<file path="src/verilog/board_pkg.sv">
// Shared constants and types for the GPIO board wrapper.
// The RTL and the testbench refer to everything here by scoped name.
// Command bytes use the layout {op[1:0], reserved[1:0], data[3:0]}.

package board_pkg;

  //////////////////////////////
  // Sizes and timing
  //////////////////////////////

  localparam int unsigned GPIO_COUNT      = 4;
  localparam int unsigned CLKS_PER_BIT    = 16;
  localparam logic [15:0] RTC_DIV_LAST    = 16'd610;
  localparam int unsigned PWM_PERIOD_BITS = 4;

  // UART bit timer
  localparam int unsigned            RX_CNT_BITS  = $clog2(CLKS_PER_BIT);
  localparam logic [RX_CNT_BITS-1:0] RX_BIT_LAST  = RX_CNT_BITS'(CLKS_PER_BIT - 1);
  localparam logic [RX_CNT_BITS-1:0] RX_HALF_LAST = RX_CNT_BITS'(CLKS_PER_BIT / 2 - 1);

  // UART receiver states
  localparam logic [1:0] RX_IDLE  = 2'd0;
  localparam logic [1:0] RX_START = 2'd1;
  localparam logic [1:0] RX_DATA  = 2'd2;
  localparam logic [1:0] RX_STOP  = 2'd3;

  // Command opcodes
  localparam logic [1:0] OP_WR_OUT     = 2'd0;
  localparam logic [1:0] OP_WR_EN      = 2'd1;
  localparam logic [1:0] OP_SET_STATUS = 2'd2;
  localparam logic [1:0] OP_LATCH_IN   = 2'd3;

  // GPIO output values and enables
  typedef struct packed {
    logic [GPIO_COUNT-1:0] out;
    logic [GPIO_COUNT-1:0] out_en;
  } gpio_pads_t;

  // One received byte, either raw or split into command fields
  typedef union packed {
    logic [7:0] raw;
    struct packed {
      logic [1:0] op;
      logic [1:0] rsvd;
      logic [3:0] data;
    } fields;
  } gpio_cmd_u;

endpackage

</file>
<file path="src/verilog/rst_sync.sv">
// Reset synchronizer for the internal system reset.
// Asserts as soon as rst_n drops and releases on the second
// soc_clk rising edge after rst_n rises.

`timescale 1ns/1ps

module rst_sync (
  input  logic soc_clk,
  input  logic rst_n,
  output logic rst_no
);

  logic [1:0] sync_q;

  // Ones shift in from the bottom after release
  always_ff @(posedge soc_clk or negedge rst_n) begin
    if (!rst_n) begin
      sync_q <= 2'b00;
    end else begin
      sync_q <= {sync_q[0], 1'b1};
    end
  end

  assign rst_no = sync_q[1];

endmodule

</file>
<file path="src/verilog/rtc_divider.sv">
// Slow reference clock for the board, divided down from soc_clk.
// The output toggles once every RTC_DIV_LAST + 1 cycles and gives
// a square wave. It starts low out of reset.

`timescale 1ns/1ps

module rtc_divider (
  input  logic soc_clk,
  input  logic rst_n,
  output logic rtc_clk_o
);

  logic [15:0] cnt_q;
  logic        rtc_q;

  always_ff @(posedge soc_clk or negedge rst_n) begin
    if (!rst_n) begin
      cnt_q <= '0;
      rtc_q <= 1'b0;
    end else if (cnt_q == board_pkg::RTC_DIV_LAST) begin
      // Half period done
      cnt_q <= '0;
      rtc_q <= ~rtc_q;
    end else begin
      cnt_q <= cnt_q + 16'd1;
    end
  end

  assign rtc_clk_o = rtc_q;

endmodule

</file>
<file path="src/verilog/fan_pwm.sv">
// Fan PWM generator with a fixed 16 cycle period.
// The three fan switches set the duty to 2*sw out of 16 cycles.
// Setting 0 turns the fan off. The output is registered.

`timescale 1ns/1ps

module fan_pwm (
  input  logic       soc_clk,
  input  logic       rst_n,
  input  logic [2:0] fan_sw_i,
  output logic       fan_pwm_o
);

  logic [board_pkg::PWM_PERIOD_BITS-1:0] cnt_q;
  logic [board_pkg::PWM_PERIOD_BITS-1:0] thresh;
  logic                                  pwm_q;

  // Twice the switch setting
  assign thresh = {fan_sw_i, 1'b0};

  // Free-running period counter
  always_ff @(posedge soc_clk or negedge rst_n) begin
    if (!rst_n) begin
      cnt_q <= '0;
    end else begin
      cnt_q <= cnt_q + 1'b1;
    end
  end

  always_ff @(posedge soc_clk or negedge rst_n) begin
    if (!rst_n) begin
      pwm_q <= 1'b0;
    end else begin
      pwm_q <= (cnt_q < thresh);
    end
  end

  assign fan_pwm_o = pwm_q;

endmodule

</file>
<file path="src/verilog/uart_rx.sv">
// 8N1 UART receiver for command bytes.
// A falling edge starts a frame. Every bit is sampled at its middle,
// LSB first. valid_o pulses for one cycle after a good stop bit and
// byte_o holds the byte until the next frame. A low stop bit drops
// the byte, and a start edge that is high again at mid-bit is ignored.

`timescale 1ns/1ps

module uart_rx (
  input  logic       soc_clk,
  input  logic       rst_n,
  input  logic       rx_i,
  output logic [7:0] byte_o,
  output logic       valid_o
);

  logic                               rx_meta;
  logic                               rx_sync;
  logic                               rx_prev;
  logic [1:0]                         state_q;
  logic [board_pkg::RX_CNT_BITS-1:0]  cnt_q;
  logic [2:0]                         bit_idx_q;
  logic [7:0]                         shift_q;
  logic                               valid_q;

  //////////////////////////////
  // Input sync
  //////////////////////////////

  // Line idles high
  always_ff @(posedge soc_clk or negedge rst_n) begin
    if (!rst_n) begin
      rx_meta <= 1'b1;
      rx_sync <= 1'b1;
      rx_prev <= 1'b1;
    end else begin
      rx_meta <= rx_i;
      rx_sync <= rx_meta;
      rx_prev <= rx_sync;
    end
  end

  //////////////////////////////
  // Frame FSM
  //////////////////////////////

  always_ff @(posedge soc_clk or negedge rst_n) begin
    if (!rst_n) begin
      state_q   <= board_pkg::RX_IDLE;
      cnt_q     <= '0;
      bit_idx_q <= '0;
      valid_q   <= 1'b0;
    end else begin
      valid_q <= 1'b0;
      case (state_q)
        board_pkg::RX_IDLE: begin
          if (rx_prev && !rx_sync) begin
            state_q <= board_pkg::RX_START;
            cnt_q   <= '0;
          end
        end
        board_pkg::RX_START: begin
          if (cnt_q == board_pkg::RX_HALF_LAST) begin
            cnt_q     <= '0;
            bit_idx_q <= '0;
            // Glitch check at mid start bit
            state_q   <= rx_sync ? board_pkg::RX_IDLE : board_pkg::RX_DATA;
          end else begin
            cnt_q <= cnt_q + 1'b1;
          end
        end
        board_pkg::RX_DATA: begin
          if (cnt_q == board_pkg::RX_BIT_LAST) begin
            cnt_q     <= '0;
            bit_idx_q <= bit_idx_q + 3'd1;
            if (bit_idx_q == 3'd7) begin
              state_q <= board_pkg::RX_STOP;
            end
          end else begin
            cnt_q <= cnt_q + 1'b1;
          end
        end
        default: begin
          if (cnt_q == board_pkg::RX_BIT_LAST) begin
            cnt_q   <= '0;
            state_q <= board_pkg::RX_IDLE;
            valid_q <= rx_sync;
          end else begin
            cnt_q <= cnt_q + 1'b1;
          end
        end
      endcase
    end
  end

  // Data shift register, new bits enter at the top
  always_ff @(posedge soc_clk) begin
    if (state_q == board_pkg::RX_DATA && cnt_q == board_pkg::RX_BIT_LAST) begin
      shift_q <= {rx_sync, shift_q[7:1]};
    end
  end

  assign byte_o  = shift_q;
  assign valid_o = valid_q;

endmodule

</file>
<file path="src/verilog/gpio_ctrl.sv">
// GPIO register block driven by UART command bytes.
// Holds the output values, the output enables and the status bit.
// A byte is taken on the edge after cmd_valid_i, and only while
// fetch_en_i is high. Other bytes are dropped.
// Op 3 latches the masked inputs into the output register.

`timescale 1ns/1ps

module gpio_ctrl (
  input  logic                              soc_clk,
  input  logic                              rst_n,
  input  logic                              fetch_en_i,
  input  board_pkg::gpio_cmd_u              cmd_i,
  input  logic                              cmd_valid_i,
  input  logic [board_pkg::GPIO_COUNT-1:0]  gpio_in_i,
  output board_pkg::gpio_pads_t             pads_o,
  output logic                              status_o
);

  board_pkg::gpio_pads_t pads_q;
  logic                  status_q;
  logic                  cmd_take;

  assign cmd_take = cmd_valid_i & fetch_en_i;

  //////////////////////////////
  // Command decode
  //////////////////////////////

  always_ff @(posedge soc_clk or negedge rst_n) begin
    if (!rst_n) begin
      pads_q   <= '0;
      status_q <= 1'b0;
    end else if (cmd_take) begin
      case (cmd_i.fields.op)
        board_pkg::OP_WR_OUT: begin
          pads_q.out <= cmd_i.fields.data;
        end
        board_pkg::OP_WR_EN: begin
          pads_q.out_en <= cmd_i.fields.data;
        end
        board_pkg::OP_SET_STATUS: begin
          status_q <= cmd_i.fields.data[0];
        end
        default: begin
          // Driving pins read back as 0 here
          pads_q.out <= gpio_in_i;
        end
      endcase
    end
  end

  assign pads_o   = pads_q;
  assign status_o = status_q;

endmodule

</file>
<file path="src/verilog/board_top.sv">
// Board level top for the small GPIO system.
// soc_clk enters directly and rst_n is the board reset button.
// Holds the reset synchronizer, the RTC divider, the fan PWM, the
// UART command receiver and the GPIO register block. Pads are gated
// per pin: outputs by their enable, inputs by the inverse enable.

`timescale 1ns/1ps

module board_top (
  input  logic                              soc_clk,
  input  logic                              rst_n,
  input  logic                              fetch_en_i,
  input  logic [board_pkg::GPIO_COUNT-1:0]  gpio_i,
  output logic [board_pkg::GPIO_COUNT-1:0]  gpio_o,
  output logic                              status_o,
  input  logic [2:0]                        fan_sw_i,
  output logic                              fan_pwm_o,
  output logic                              rtc_clk_o,
  input  logic                              uart_rx_i
);

  logic                               sys_rst_n;
  logic [7:0]                         rx_byte;
  logic                               rx_valid;
  board_pkg::gpio_cmd_u               rx_cmd;
  board_pkg::gpio_pads_t              pads;
  logic                               status;
  logic [board_pkg::GPIO_COUNT-1:0]   gpio_masked;

  //////////////////////////////
  // Reset
  //////////////////////////////

  rst_sync i_rst_sync (
    .soc_clk ( soc_clk   ),
    .rst_n   ( rst_n     ),
    .rst_no  ( sys_rst_n )
  );

  //////////////////////////////
  // Clocks and fan
  //////////////////////////////

  rtc_divider i_rtc_divider (
    .soc_clk   ( soc_clk   ),
    .rst_n     ( sys_rst_n ),
    .rtc_clk_o ( rtc_clk_o )
  );

  fan_pwm i_fan_pwm (
    .soc_clk   ( soc_clk   ),
    .rst_n     ( sys_rst_n ),
    .fan_sw_i  ( fan_sw_i  ),
    .fan_pwm_o ( fan_pwm_o )
  );

  //////////////////////////////
  // Command path
  //////////////////////////////

  uart_rx i_uart_rx (
    .soc_clk ( soc_clk   ),
    .rst_n   ( sys_rst_n ),
    .rx_i    ( uart_rx_i ),
    .byte_o  ( rx_byte   ),
    .valid_o ( rx_valid  )
  );

  // Received byte as is, decoded inside the register block
  assign rx_cmd.raw = rx_byte;

  gpio_ctrl i_gpio_ctrl (
    .soc_clk     ( soc_clk     ),
    .rst_n       ( sys_rst_n   ),
    .fetch_en_i  ( fetch_en_i  ),
    .cmd_i       ( rx_cmd      ),
    .cmd_valid_i ( rx_valid    ),
    .gpio_in_i   ( gpio_masked ),
    .pads_o      ( pads        ),
    .status_o    ( status      )
  );

  assign status_o = status;

  //////////////////////////////
  // Pad gating
  //////////////////////////////

  for (genvar i = 0; i < board_pkg::GPIO_COUNT; i++) begin : g_pad
    assign gpio_o[i]      = pads.out_en[i] ? pads.out[i] : 1'b0;
    // A driving pin reads as 0
    assign gpio_masked[i] = pads.out_en[i] ? 1'b0 : gpio_i[i];
  end

endmodule

</file>
<file path="config.mk">
export PLATFORM = sky130hd
export DESIGN_NAME = board_top
export DESIGN_NICKNAME = d
export VERILOG_FILES = /design/src/verilog/board_pkg.sv /design/src/verilog/rst_sync.sv /design/src/verilog/rtc_divider.sv /design/src/verilog/fan_pwm.sv /design/src/verilog/uart_rx.sv /design/src/verilog/gpio_ctrl.sv /design/src/verilog/board_top.sv
export SDC_FILE = /design/constraint.sdc
export NUM_CORES = 1
export LEC_CHECK = 0
export ABC_AREA = 0
export ABC_CLOCK_PERIOD_IN_PS = 2550
export BUFFER_PORTS_ARGS = -buffer_cell sky130_fd_sc_hd__clkbuf_2
export CELL_PAD_IN_SITES_DETAIL_PLACEMENT = 1
export CELL_PAD_IN_SITES_GLOBAL_PLACEMENT = 2
export CORE_UTILIZATION = 43
export CTS_CLUSTER_DIAMETER = 200
export DETAILED_ROUTE_END_ITERATION = 7
export GPL_TIMING_DRIVEN = 0
export PLACE_DENSITY = 0.94
export SYNTH_ARGS = -nofsm -noshare
export SYNTH_HDL_FRONTEND = slang
export SYNTH_SLANG_ARGS = --single-unit
</file>
<file path="constraint.sdc">
create_clock -name soc_clk -period 2.55 [get_ports soc_clk]
set_clock_uncertainty 0.05 [all_clocks]
set_input_delay 0.255 -clock soc_clk [delete_from_list [all_inputs] [get_ports soc_clk]]
set_output_delay 0.255 -clock soc_clk [all_outputs]
set_load 0.01 [all_outputs]
</file>
# Word level (Yosys, flattened, before mapping)
# Cells that the tools add are included.
# W data, S select, Z words.
[classes] add_sub_neg=4 magnitude_cmp=1 n_eq_ne=12 muxes=26 bitwise_logic=3 n_reduce_logical=14
[ops] op="$add A16 B1 Y16 const B" n=1
[ops] op="$eq A16 B10 Y1 const B" n=1
[ops] op="$mux W16" n=1
[ops] op="$pmux W4 S2" n=2
[ops] op="$mux W2" n=6
[ops] op="$mux W4" n=3
[ops] op="$mux W1" n=10
[ops] op="$add A4 B1 Y4 const B" n=2
[ops] op="$ne A2 B1 Y1 const B" n=4
[ops] op="$mux W3" n=2
[ops] op="$pmux W2 S3" n=1
[ops] op="$pmux W3 S2" n=1
[ops] op="$reduce_and A2 Y1" n=3
[ops] op="$reduce_and A5 Y1" n=1
[ops] op="$eq A2 B1 Y1 const B" n=2
[ops] op="$eq A2 B2 Y1 const B" n=2
[ops] op="$eq A4 B3 Y1 const B" n=1
[ops] op="$eq A4 B4 Y1 const B" n=1
[ops] op="$logic_not A2 Y1" n=2
[ops] op="$lt A4 B4 Y1" n=1
[ops] op="$add A3 B1 Y3 const B" n=1
[ops] op="$eq A3 B3 Y1 const B" n=1
[ops] op="$reduce_and A3 Y1" n=1
[ops] op="$reduce_bool A3 Y1" n=1
[ops] op="other kinds (7)" n=9
[word_totals] regBits=54 input_bits=11 word_cells=76

# Longest topological paths before layout
# Gate-level depths: netlist of the first run.
[depth] ltp_word=4 ltp_mapped=7

# Cells and area by module
# Synthesis of the first run repeated with hierarchy kept, for this count alone.
[hier_totals] hier_cells=200 area_unflattened_um2=2531.2
[modules_own_cells] mod="uart_rx" instances=1 cells_per_inst=69 area_each_um2=948.4 seq_area_each_um2=569.3
[modules_own_cells] mod="rtc_divider" instances=1 cells_per_inst=73 area_each_um2=808.3 seq_area_each_um2=425.4
[modules_own_cells] mod="gpio_ctrl" instances=1 cells_per_inst=30 area_each_um2=451.7 seq_area_each_um2=225.2
[modules_own_cells] mod="fan_pwm" instances=1 cells_per_inst=17 area_each_um2=219.0 seq_area_each_um2=125.1
[modules_own_cells] mod="rst_sync" instances=1 cells_per_inst=3 area_each_um2=53.8 seq_area_each_um2=50.0
[modules_own_cells] mod="board_top" instances=1 cells_per_inst=8 area_each_um2=50.0 seq_area_each_um2=0.0

# Least setup slack after synthesis of the first run
# No wires, ideal clock.
[synth_path] kind="register to register" startpoint="register i_uart_rx.state_q[1]" endpoint="register i_uart_rx.bit_idx_q[0]" setup_ps=125 arrival_time_ps=1437 required_ps=2375 slack_ps=939 path_stages_with_launch=7 n_path_buf=0 period_less_slack_ps=1611 cell_sequence="dfrtp_1 > inv_1 > ha_1 > mux2_2 > o22ai_1 > nand2_1 > mux2_2"
[synth_via] elab_chain_len=3 word_cells_on_any_way=7 classes_between="4 x eq/ne; 1 x mux; 2 x reduce/logical"
[synth_lines] element="start, declared" line="uart_rx.sv:20" text="logic [1:0] state_q;"
[synth_lines] element="start signal, assigned" line="uart_rx.sv:49" text="state_q <= board_pkg::RX_IDLE;"
[synth_lines] element="start signal, assigned" line="uart_rx.sv:58" text="state_q <= board_pkg::RX_START;"
[synth_lines] element="start signal, assigned" line="uart_rx.sv:67" text="state_q <= rx_sync ? board_pkg::RX_IDLE : board_pkg::RX_DATA;"
[synth_lines] element="$eq A2 B2 Y1 or $eq A2 B1 Y1 (tied branches)" line="uart_rx.sv:55" text="case (state_q)"
[synth_lines] element="$ne A2 B1 Y1 (no source line) or $reduce_bool A2 Y1 (tied branches)"
[synth_lines] element="$reduce_and A3 Y1 (no source line)"
[synth_lines] element="end signal, assigned" line="uart_rx.sv:75" text="bit_idx_q <= bit_idx_q + 3'd1;"
[synth_lines] element="end, declared" line="uart_rx.sv:22" text="logic [2:0] bit_idx_q;"
# Parallel ways exist; a longest one is shown, timed or not.
# A chain may end at the register's enable or synchronous reset.

# Worst setup path after layout of the first run
# Ends and elaborated chain as after synthesis.

==> flow_summary.ini, run 1 <==
[timing]
setup_ws_ns = 0.714
post-route-period-util_pct = 72.0
setup_viol = 0
rsz0062_at_grt = no
drv_slew = 0
period_needed_ns = 1.84
whs_ns = 0.137
worst_slew_margin_rel_pct = 56.1
max_freq_mhz = 545
tightest_slew_ns = 0.656
finalHoldViolCount = 0
finalSetupTns_ns = 0

[detailed_routing]
wl_per_cell_microns = 14.4
routed_via_density = 5.09
vias = 1573
detail-route-antenna-nets = 0
drt_pre_antenna_iters = 4
wirelength_microns = 4460
drc = 0
drt-initial-drc-count = 87

[synthesis]
avgSynthCellArea_sq_um = 11.7
synth_edf_count = 8
synth_seq_cells = 54
ys.flop_type = dfrtp_1
yosysWarnings = 0
synth_fp_nets = 236
synthCells = 209
synth_cell_types = 41
synth_area_sq_mm = 0.00245
ys_seq_area_share_pct = 57.0
async_flop_share_pct = 85.2

[critical_path]
worstSetupStartpointType = register
crit_path_max_fanout = 6
crit_top_cell = mux2_2
r2r_slack_ns = 0.71
crit_path_end_kind = register
r2r_end = i_uart_rx.bit_idx_q[0]$_DFFE_PN0P_
required_ns = 2.70
crit_chain = inv_1, ha_1, mux2_2, o22ai_1, nand2_1, mux2_2
critPathKind = register to register
max_stage_delay_ns = 0.45
r2r-start = i_uart_rx.state_q[1]$_DFFE_PN0P_
crit_slowest_cell = dfrtp_1
ff2ff_path_depth = 6
cp.arrival_ns = 1.99

[die]
io_pins = 18
row_count = 27
initial_core_util_pct = 44.4
die_x_microns = 77.4
coreArea_sq_mm = 0.00551
dieHeight_microns = 77.4
dieArea_sq_mm = 0.00599

[clock_network]
numClockSinks = 54
cts_buffers = 5
clk_latency_ns = 0.31
clk_pin_slew_ns = 0.10
ctsHoldBuffers = 2
htreeDepth = 2
post_cts_buffers = 0
clock_path_buffers = 2
tritoncts = done
clockRootBuffer = clkbuf_8
cts_resized = 0

[power]
p_total_mw = 1.88
p_sw_mw = 0.576
netSwitchingFraction_pct = 30.7
p_int_mw = 1.30
powerDensity_mw_per_mm2 = 683
clock_power_share_pct = 24.9
combPwrFrac_pct = 21.9
ir_drop_mv = 0.297
power_leakage_nw = 1.34
pwr-share-seq_pct = 53.2

[layout]
instances_no_fill = 309
layout-drive-gt1-share_pct = 16.0
design_area_sq_mm = 0.00275
fillerInstances = 606
mostFrequentLayoutCells = 42 x dfrtp_1, 18 x clkbuf_2, 16 x nand2_1, 16 x ha_1, 15 x nor2_1
nets = 263
final_core_util_pct = 49.9
area_growth_pct = 12.3
final_common_cell = dfrtp_1
num_antenna_cells = 0

[placement]
hpwl_microns = 3270
place_area_sq_mm = 0.00264
place_inst = 299
gp_congestion = 0.807
place_ws_ns = 0.714
port_buffers = 17

[global_routing]
first_global_vias = 1670
overflow = 0
antenna_found_initial = 0
grtUsageTotal_pct = 17.0
grt_max_degree = 31
grt_pass1_wl_microns = 7850

[worst_hold_path]
min_path_type = register to async pin

[status]
outcome = finished, final reports clean

[flow_run]
cap_viol_max_count = 0
[power by group through the flow]
stage	Sequential, mW	Clock (mW)	Combinational [mW]
finish	0.998	0.467	0.412
global route	1.01	0.528	0.477
CTS	1.00	0.487	0.418
detailed placement	1.02	0	0.417
global placement	1.02	0	0.377
floorplan	1.00	0	0.309
[metal layers]
| layer | part of all wire [%] | GRT usage (%) | routed length, microns | vias up |
|---|---|---|---|---|
| met1 | 47 | 21.5 | 2100 | 775 |
| met2 | 49 | 28.6 | 2180 | 26 |
| met5 | 0 | 0 | 0 | - |
| met3 | 2.7 | 2.94 | 121 | 5 |
| li1 | - | - | - | 767 |
| met4 | 1.5 | 7.36 | 66 | 0 |
[logic make-up (layout without fill, tap and decap cells)]
kind of cell,Yosys count,count (layout),synth area share [%]
flip-flops,54,54,57.0
adder cells (fa/ha/maj),16,16,8.18
multiplexers,10,10,4.45
AND/OR/NAND/NOR,75,75,16.2
XOR/XNOR,17,17,6.09
AO/OA/AOI/OAI,21,21,5.52
buffers and inverters,15,43,2.35
other,1,1,0.153
[layout make-up]
class                      instances  area, sq um  share of cell area (%)
buffer                             2         8.76                   0.319
clock buffer                       5         68.8                    2.50
clock inverter                     3         16.3                   0.592
inverter                          13         48.8                    1.78
multi-input combinational        140          993                    36.2
sequential                        54         1400                    50.8
tap                               72         90.1                    3.28
timing repair buffer              20          125                    4.55
[critical path: cells and delay by family, from the launching register on]
kind / cells / cell delay, ns
buffers and inverters: 1 / 0.10
adders and majority gates: 1 / 0.25
muxes: 2 / 0.58
AOI/OAI and AO/OA: 1 / 0.14
DFF: 1 / 0.45
and+or+nand+nor: 1 / 0.16
[cells in the mapped netlist, types with 2 or more instances]
master | count | area share, %
xor2_1 | 8 | 2.9
a22oi_1 | 3 | 0.92
nor2_1 | 15 | 2.3
and3_1 | 3 | 0.77
dfrtp_1 | 43 | 44
nor2b_1 | 2 | 0.51
inv_1 | 13 | 2.0
mux2i_1 | 3 | 1.2
and2_1 | 7 | 1.8
a21o_1 | 2 | 0.61
dfstp_2 | 3 | 3.2
xnor2_1 | 9 | 3.2
o21ai_0 | 6 | 1.2
nand2_1 | 16 | 2.5
ha_1 | 16 | 8.2
nand3_1 | 12 | 2.5
nor3_1 | 3 | 0.61
and4_1 | 3 | 1.1
a21oi_1 | 3 | 0.61
nand2b_1 | 5 | 1.3
edfxtp_1 | 8 | 9.8
mux2_2 | 7 | 3.2
[state kept, by name, summed over array words and instances, names as in the netlist, 2 cells and up]
signal,flops
i_fan_pwm.cnt_q,4
i_uart_rx.state_q,2
i_rtc_divider.cnt_q,16
i_uart_rx.bit_idx_q,3
i_uart_rx.byte_o,8
i_gpio_ctrl.pads_o,8
i_rst_sync.sync_q,2
i_uart_rx.cnt_q,4
[worst max-delay path by stage]
stage                                     start                            endpoint  slack (ns)  depth (start not counted)
2_1_floorplan  i_uart_rx.state_q[1]$_DFFE_PN0P_  i_uart_rx.bit_idx_q[0]$_DFFE_PN0P_        0.94                          6
3_3_place_gp     i_rst_sync.sync_q[1]$_DFF_PN0_        i_fan_pwm.cnt_q[2]$_DFF_PN0_        0.57                          0
3_5_place_dp   i_uart_rx.state_q[1]$_DFFE_PN0P_  i_uart_rx.bit_idx_q[0]$_DFFE_PN0P_        0.71                          6
4_1_cts        i_uart_rx.state_q[1]$_DFFE_PN0P_  i_uart_rx.bit_idx_q[0]$_DFFE_PN0P_        0.71                          6
5_1_grt        i_uart_rx.state_q[1]$_DFFE_PN0P_  i_uart_rx.bit_idx_q[0]$_DFFE_PN0P_        0.56                          6
6_report       i_uart_rx.state_q[1]$_DFFE_PN0P_  i_uart_rx.bit_idx_q[0]$_DFFE_PN0P_        0.71                          6
(Power assumes the default switching activity.)
==> run 2: changes to the inputs <==
--- a/config.mk
+++ b/config.mk
@@ -5,16 +5,16 @@
 export SDC_FILE = /design/constraint.sdc
 export NUM_CORES = 1
 export LEC_CHECK = 0
-export ABC_AREA = 0
-export ABC_CLOCK_PERIOD_IN_PS = 2550
+export ABC_AREA = 1
+export ABC_CLOCK_PERIOD_IN_PS = 1700
 export BUFFER_PORTS_ARGS = -buffer_cell sky130_fd_sc_hd__clkbuf_2
 export CELL_PAD_IN_SITES_DETAIL_PLACEMENT = 1
 export CELL_PAD_IN_SITES_GLOBAL_PLACEMENT = 2
-export CORE_UTILIZATION = 43
+export CORE_UTILIZATION = 37
 export CTS_CLUSTER_DIAMETER = 200
 export DETAILED_ROUTE_END_ITERATION = 7
 export GPL_TIMING_DRIVEN = 0
-export PLACE_DENSITY = 0.94
+export PLACE_DENSITY = 0.89
 export SYNTH_ARGS = -nofsm -noshare
 export SYNTH_HDL_FRONTEND = slang
 export SYNTH_SLANG_ARGS = --single-unit
==> constraint.sdc (replaced) <==
create_clock -name soc_clk -period 1.7 [get_ports soc_clk]
set_clock_uncertainty 0.05 [all_clocks]
set_input_delay 0.17 -clock soc_clk [delete_from_list [all_inputs] [get_ports soc_clk]]
set_output_delay 0.17 -clock soc_clk [all_outputs]
set_load 0.01 [all_outputs]
==> run 2 against run 1 <==
Compared with the run above: critical path depth fell by 1; routed wire length rose by 16%; count of clock-buffer cells in the layout did not move; synthesized cell count rose by 44%; cell count rose by 38%; synthesized area rose by 9.1%; design area rose by 11%; utilization fell by 5.6 points; sequential share of layout area fell by 4.9 points; first-iteration DRC count fell by 4.6%; register-to-register slack got worse by 0.56 ns; largest cell class unchanged.
==> flow_summary.ini, run 2 <==
[status]
outcome = finished, final reports clean

[synthesis]
synth_area_sq_mm = 0.00267
yosysWarnings = 0
synth_area_leaders = dfrtp_1 40%, nand2_1 9.8%, edfxtp_1 9.0%
async_flop_share_pct = 85.2
avgSynthCellArea_sq_um = 8.86
synth_cell_types = 30
synthCells = 301
synth_edf_count = 8
ys.flop_type = dfrtp_1
synth_common_cells = 70 x nand2_1, 47 x inv_1, 43 x dfrtp_1, 43 x nor2_1, 16 x ha_1
synth_fp_nets = 328
yosysTopAreaCellShare_pct = 40.3
synth_most_common_cell = nand2_1
ys_seq_area_share_pct = 52.3
yosysTopAreaCell = dfrtp_1
synth_seq_cells = 54

[clock_network]
clk_latency_ns = 0.31
tritoncts = done
numClockSinks = 54
clk_pin_slew_ns = 0.11
clockRootBuffer = clkbuf_8
htreeDepth = 2
clock_path_buffers = 2
cts_buffers = 5
post_cts_buffers = 0

[critical_path]
required_ns = 1.86
worstSetupStartpointType = register
crit_slowest_cell = edfxtp_1
cp.arrival_ns = 1.70
critPathKind = register to register
crit_path_end_kind = register
ff2ff_path_depth = 5
cp.depth = 5
critical_path_buf_inv_count = 1
max_stage_delay_ns = 0.44
crit_chain = inv_1, ha_1, nor2_2, nand2_1, o22a_1
crit_path_max_fanout = 8
path_delay_family = flip-flops

[layout]
area_growth_pct = 14.1
final_common_cell = nand2_1
seq_area_sq_mm = 0.00140
nets = 355
mostFrequentLayoutCells = 68 x nand2_1, 47 x inv_1, 42 x nor2_1, 42 x dfrtp_1, 17 x clkbuf_2
largest_reg_flops = 16
top_register = i_rtc_divider.cnt_q
fillerInstances = 811
num_antenna_cells = 0
final_core_util_pct = 44.3
layout-drive-gt1-share_pct = 15.8
multi_input_area_sq_mm = 0.00110

[detailed_routing]
wirelength_microns = 5190
vias = 1945
drc = 0
drt-initial-drc-count = 83
wl_per_cell_microns = 12.2
routed_via_density = 4.58
detail-route-antenna-nets = 0
drt_pre_antenna_iters = 4

[power]
clock_power_share_pct = 30.3
netSwitchingFraction_pct = 30.4
powerDensity_mw_per_mm2 = 961
power_leakage_nw = 1.58
p_int_mw = 2.04
p_sw_mw = 0.889
ir_drop_mv = 0.608
combPwrFrac_pct = 20.1
pwr-share-seq_pct = 49.6

[die]
initial_core_util_pct = 38.8
io_pins = 18
row_count = 30
dieHeight_microns = 86.9
die_x_microns = 86.9
dieArea_sq_mm = 0.00755
coreArea_sq_mm = 0.00687

[timing]
drv_slew = 0
setup_viol = 0
finalSetupTns_ns = 0
period_needed_ns = 1.54
post-route-period-util_pct = 90.9
rsz0062_at_grt = no
finalHoldViolCount = 0
max_freq_mhz = 647

[placement]
port_buffers = 17
gp_congestion = 0.782
hpwl_microns = 3940

[global_routing]
grt_max_degree = 35
first_global_vias = 2072
grt_pass1_wl_microns = 9160
grtUsageTotal_pct = 15.6
antenna_found_initial = 0
overflow = 0

[worst_hold_path]
holdPathStages = 3
min_path_type = input pin to register

[flow_run]
cap_viol_max_count = 0
run 2: changes by cell type in the layout (fill, tap and decap cells not counted), sizes merged, moves of 5 or more:
cell	delta
nand2b	-5
inv	+35
and2	-8
xnor2	-7
nor2	+33
nand2	+60
run 2: cells by family after synthesis:
family | synth area share, %
flip-flops | 52.3
other | 0.141
buffers and inverters | 6.94
multiplexers | 1.27
adder cells (fa/ha/maj) | 7.50
XOR/XNOR | 2.63
AND/OR/NAND/NOR | 24.7
AO/OA/AOI/OAI | 4.50
run 2: final cells by class:
class,instances,area share [%]
buffer,1,0.123
clock buffer,5,2.26
clock inverter,3,1.56
inverter,48,5.96
multi-input combinational,198,36.1
sequential,54,45.9
tap,96,3.95
timing repair buffer,20,4.11
run 2: path summary, 6_finish.rpt:
path | start | to | slack (ns)
setup / recovery | i_uart_rx.byte_o[6]$_DFFE_PP_ | i_gpio_ctrl.pads_o[7]$_DFFE_PN0P_ | 0.16
hold / removal | gpio_i[2] | i_gpio_ctrl.pads_o[6]$_DFFE_PN0P_ | 0.04
setup reg to reg | i_uart_rx.byte_o[6]$_DFFE_PP_ | i_gpio_ctrl.pads_o[7]$_DFFE_PN0P_ | 0.16
hold reg to reg | i_rst_sync.sync_q[1]$_DFF_PN0_ | i_rtc_divider.rtc_clk_o$_DFFE_PN0N_ | 0.10
max in group asynchronous | i_rst_sync.sync_q[1]$_DFF_PN0_ | i_uart_rx.rx_meta$_DFF_PN1_ | 0.97
min in group asynchronous | i_rst_sync.sync_q[1]$_DFF_PN0_ | i_rtc_divider.rtc_clk_o$_DFFE_PN0N_ | 0.10
run 2: routing by layer:
layer	vias up	global-route usage, %	share of wire, %
met5	-	0	0
met4	0	4.55	1.2
met3	6	3.13	1.6
met2	12	27.3	50
met1	943	19.5	47
li1	984	-	-
run 2: worst min-delay path, cell delays in order:
cell and delay, ns:
clkbuf_2 0.08, nand2_1 0.05, a31oi_1 0.07
run 2: what timing repair did:
item	4_1_cts	5_1_grt
hold buffers	2	0
pin swaps	0	0
resized for setup	1	3
setup endpoints to repair	8	10
hold endpoints to repair	3	0
run 2: metrics by stage:
| stage | setup slack (ns) | instance area [sq um] | hold WS [ns] | total power [mW] | cells |
|---|---|---|---|---|---|
| 2_1_floorplan | 0.173 | 2670 | -0.176 | 1.89 | 301 |
| 4_1_cts | 0.0819 | 3030 | 0.0301 | 2.96 | 425 |
| 6_report | 0.155 | 3040 | 0.0392 | 2.92 | 425 |
| 5_1_grt | 0.0375 | 3040 | 0.0488 | 3.13 | 425 |
| 3_5_place_dp | -0.114 | 2890 | -0.0904 | 2.06 | 415 |
| 3_3_place_gp | -0.361 | 2870 | -0.0942 | 2.02 | 414 |
run 2: power by group through the flow:
stage	clock, mW	combinational, mW	sequential (mW)
after floorplan	0	0.418	1.47
after global placement	0	0.530	1.49
after detailed placement	0	0.581	1.48
after CTS	0.923	0.588	1.45
after global routing	0.982	0.683	1.46
final	0.886	0.589	1.45
==> run 3: changes to the inputs <==
--- a/config.mk
+++ b/config.mk
@@ -8,13 +8,13 @@
 export ABC_AREA = 1
 export ABC_CLOCK_PERIOD_IN_PS = 1700
 export BUFFER_PORTS_ARGS = -buffer_cell sky130_fd_sc_hd__clkbuf_2
-export CELL_PAD_IN_SITES_DETAIL_PLACEMENT = 1
-export CELL_PAD_IN_SITES_GLOBAL_PLACEMENT = 2
-export CORE_UTILIZATION = 37
+export CELL_PAD_IN_SITES_DETAIL_PLACEMENT = 0
+export CELL_PAD_IN_SITES_GLOBAL_PLACEMENT = 1
+export CORE_UTILIZATION = 46
 export CTS_CLUSTER_DIAMETER = 200
 export DETAILED_ROUTE_END_ITERATION = 7
 export GPL_TIMING_DRIVEN = 0
-export PLACE_DENSITY = 0.89
+export PLACE_DENSITY = 0.9
 export SYNTH_ARGS = -nofsm -noshare
 export SYNTH_HDL_FRONTEND = slang
 export SYNTH_SLANG_ARGS = --single-unit
==> run 3 against run 2 <==
Compared with the run above: die area down 19%; flip-flop and latch count unchanged; fmax up 1.9%; via count down 2.5%; count of clock-buffer cells in the layout unchanged; clock power down 15%; sequential power about the same; utilization up 9.7 points; setup slack better by 0.028 ns.
==> flow_summary.ini, run 3 (synthesis results as in run 2) <==
[power]
power_leakage_nw = 1.58
p_int_mw = 1.89
combPwrFrac_pct = 20.2
netSwitchingFraction_pct = 31.6
powerDensity_mw_per_mm2 = 924
clock_power_share_pct = 27.3
ir_drop_mv = 0.547
pwr-share-seq_pct = 52.5
p_sw_mw = 0.873

[die]
io_pins = 18
dieHeight_microns = 78.2
row_count = 27
initial_core_util_pct = 48.1
dieArea_sq_mm = 0.00611
coreArea_sq_mm = 0.00554
die_x_microns = 78.2

[detailed_routing]
routed.top_layer = met4
routed_via_density = 4.73
wirelength_microns = 4350
drc = 0
detail-route-antenna-nets = 0
wl_met2_microns = 2050
wl_per_cell_microns = 10.8
drt-initial-drc-count = 121
wl_met3_microns = 116
vias = 1897
drt_pre_antenna_iters = 4
wl_met1_microns = 2120

[timing]
finalHoldViolCount = 0
finalSetupTns_ns = 0
setup_viol = 0
drv_slew = 0
max_freq_mhz = 660
rsz0062_at_grt = no
post-route-period-util_pct = 89.2
period_needed_ns = 1.52

[clock_network]
clock_path_buffers = 2
numClockSinks = 54
cts_buffers = 5
clk_pin_slew_ns = 0.10
clk_latency_ns = 0.31
post_cts_buffers = 0
tritoncts = done
htreeDepth = 2
clockRootBuffer = clkbuf_8

[global_routing]
antenna_found_initial = 0
grt_pass1_wl_microns = 8150
grtUsageTotal_pct = 17.2
overflow = 0
first_global_vias = 1899
grt_max_degree = 31

[critical_path]
critPathKind = register to register
crit_path_end_kind = register
cp.arrival_ns = 1.67
required_ns = 1.85
crit_path_max_fanout = 5
worstSetupStartpointType = register

[status]
outcome = finished, final reports clean

[layout]
layout-drive-gt1-share_pct = 15.5
final_common_cell = nand2_1
num_antenna_cells = 0
largest_reg_flops = 16
area_growth_pct = 12.1
top_register = i_rtc_divider.cnt_q
nets = 355
final_core_util_pct = 54.0
fillerInstances = 526
mostFrequentLayoutCells = 69 x nand2_1, 47 x inv_1, 42 x nor2_1, 42 x dfrtp_1, 17 x clkbuf_2

[placement]
gp_congestion = 0.803
hpwl_microns = 3270
port_buffers = 17

[flow_run]
cap_viol_max_count = 0

[worst_hold_path]
min_path_type = input pin to register
## run 3: path summary, 6_finish.rpt
path,from,to,slack (ns),cells after the start
max,i_uart_rx.state_q[1]$_DFFE_PN0P_,i_uart_rx.state_q[0]$_DFFE_PN0P_,0.18,8
min,gpio_i[1],i_gpio_ctrl.pads_o[5]$_DFFE_PN0P_,0.04,3
max reg2reg,i_uart_rx.state_q[1]$_DFFE_PN0P_,i_uart_rx.state_q[0]$_DFFE_PN0P_,0.18,8
min reg2reg,i_rst_sync.sync_q[1]$_DFF_PN0_,i_rtc_divider.cnt_q[5]$_DFF_PN0_,0.12,0
max in group asynchronous,i_rst_sync.sync_q[1]$_DFF_PN0_,i_uart_rx.rx_sync$_DFF_PN1_,0.95,1
min in group asynchronous,rst_n,i_rst_sync.sync_q[0]$_DFF_PN0_,0.11,2
## run 3: per-stage QoR
stage / hold slack (ns) / setup WS, ns / instance area (sq um) / total power, mW / std cells
finish: 0.0441 / 0.184 / 2990 / 2.76 / 401
global route: 0.0496 / 0.0400 / 2990 / 2.96 / 401
CTS: 0.0316 / 0.0938 / 2980 / 2.79 / 401
detailed placement: -0.0918 / -0.0817 / 2860 / 2.02 / 391
global placement: -0.0920 / -0.261 / 2840 / 2.00 / 390
floorplan: -0.176 / 0.173 / 2670 / 1.89 / 301
## run 3: worst max-delay path: stages (launching register included)
cell and delay (ns):
dfrtp_1 0.42, inv_1 0.12, ha_1 0.24, nor2_1 0.15, nand2_1 0.07, nand2_1 0.15, inv_1 0.08, nand3_1 0.08
nand2_1 0.06
## run 3: final cells by class
type	count	area, sq um	share of cell area, %
inverter	48	181	6.06
clock inverter	3	28.8	0.962
tap	72	90.1	3.01
buffer	1	3.75	0.125
multi-input combinational	198	1100	36.7
clock buffer	5	68.8	2.30
sequential	54	1400	46.7
timing repair buffer	20	125	4.18
## run 3: power by group through the flow
stage               combinational, mW  clock, mW  sequential [mW]
floorplan                       0.418          0             1.47
global placement                0.514          0             1.49
detailed placement              0.544          0             1.48
CTS                             0.556      0.783             1.45
global route                    0.662      0.829             1.47
finish                          0.558      0.753             1.45
## run 3: repair_timing
item / in CTS / in global routing
gates cloned: 0 / 0
setup endpoints to repair: 8 / 9
resized for setup: 1 / 2
hold buffers: 2 / 0
hold endpoints to repair: 3 / 0
## run 3: routing by layer
metal  track usage (%)  vias up
li1                  -      985
met1              20.8      884
met2              29.6       20
met3              4.53        8
met4              6.11        0
met5                 0        -
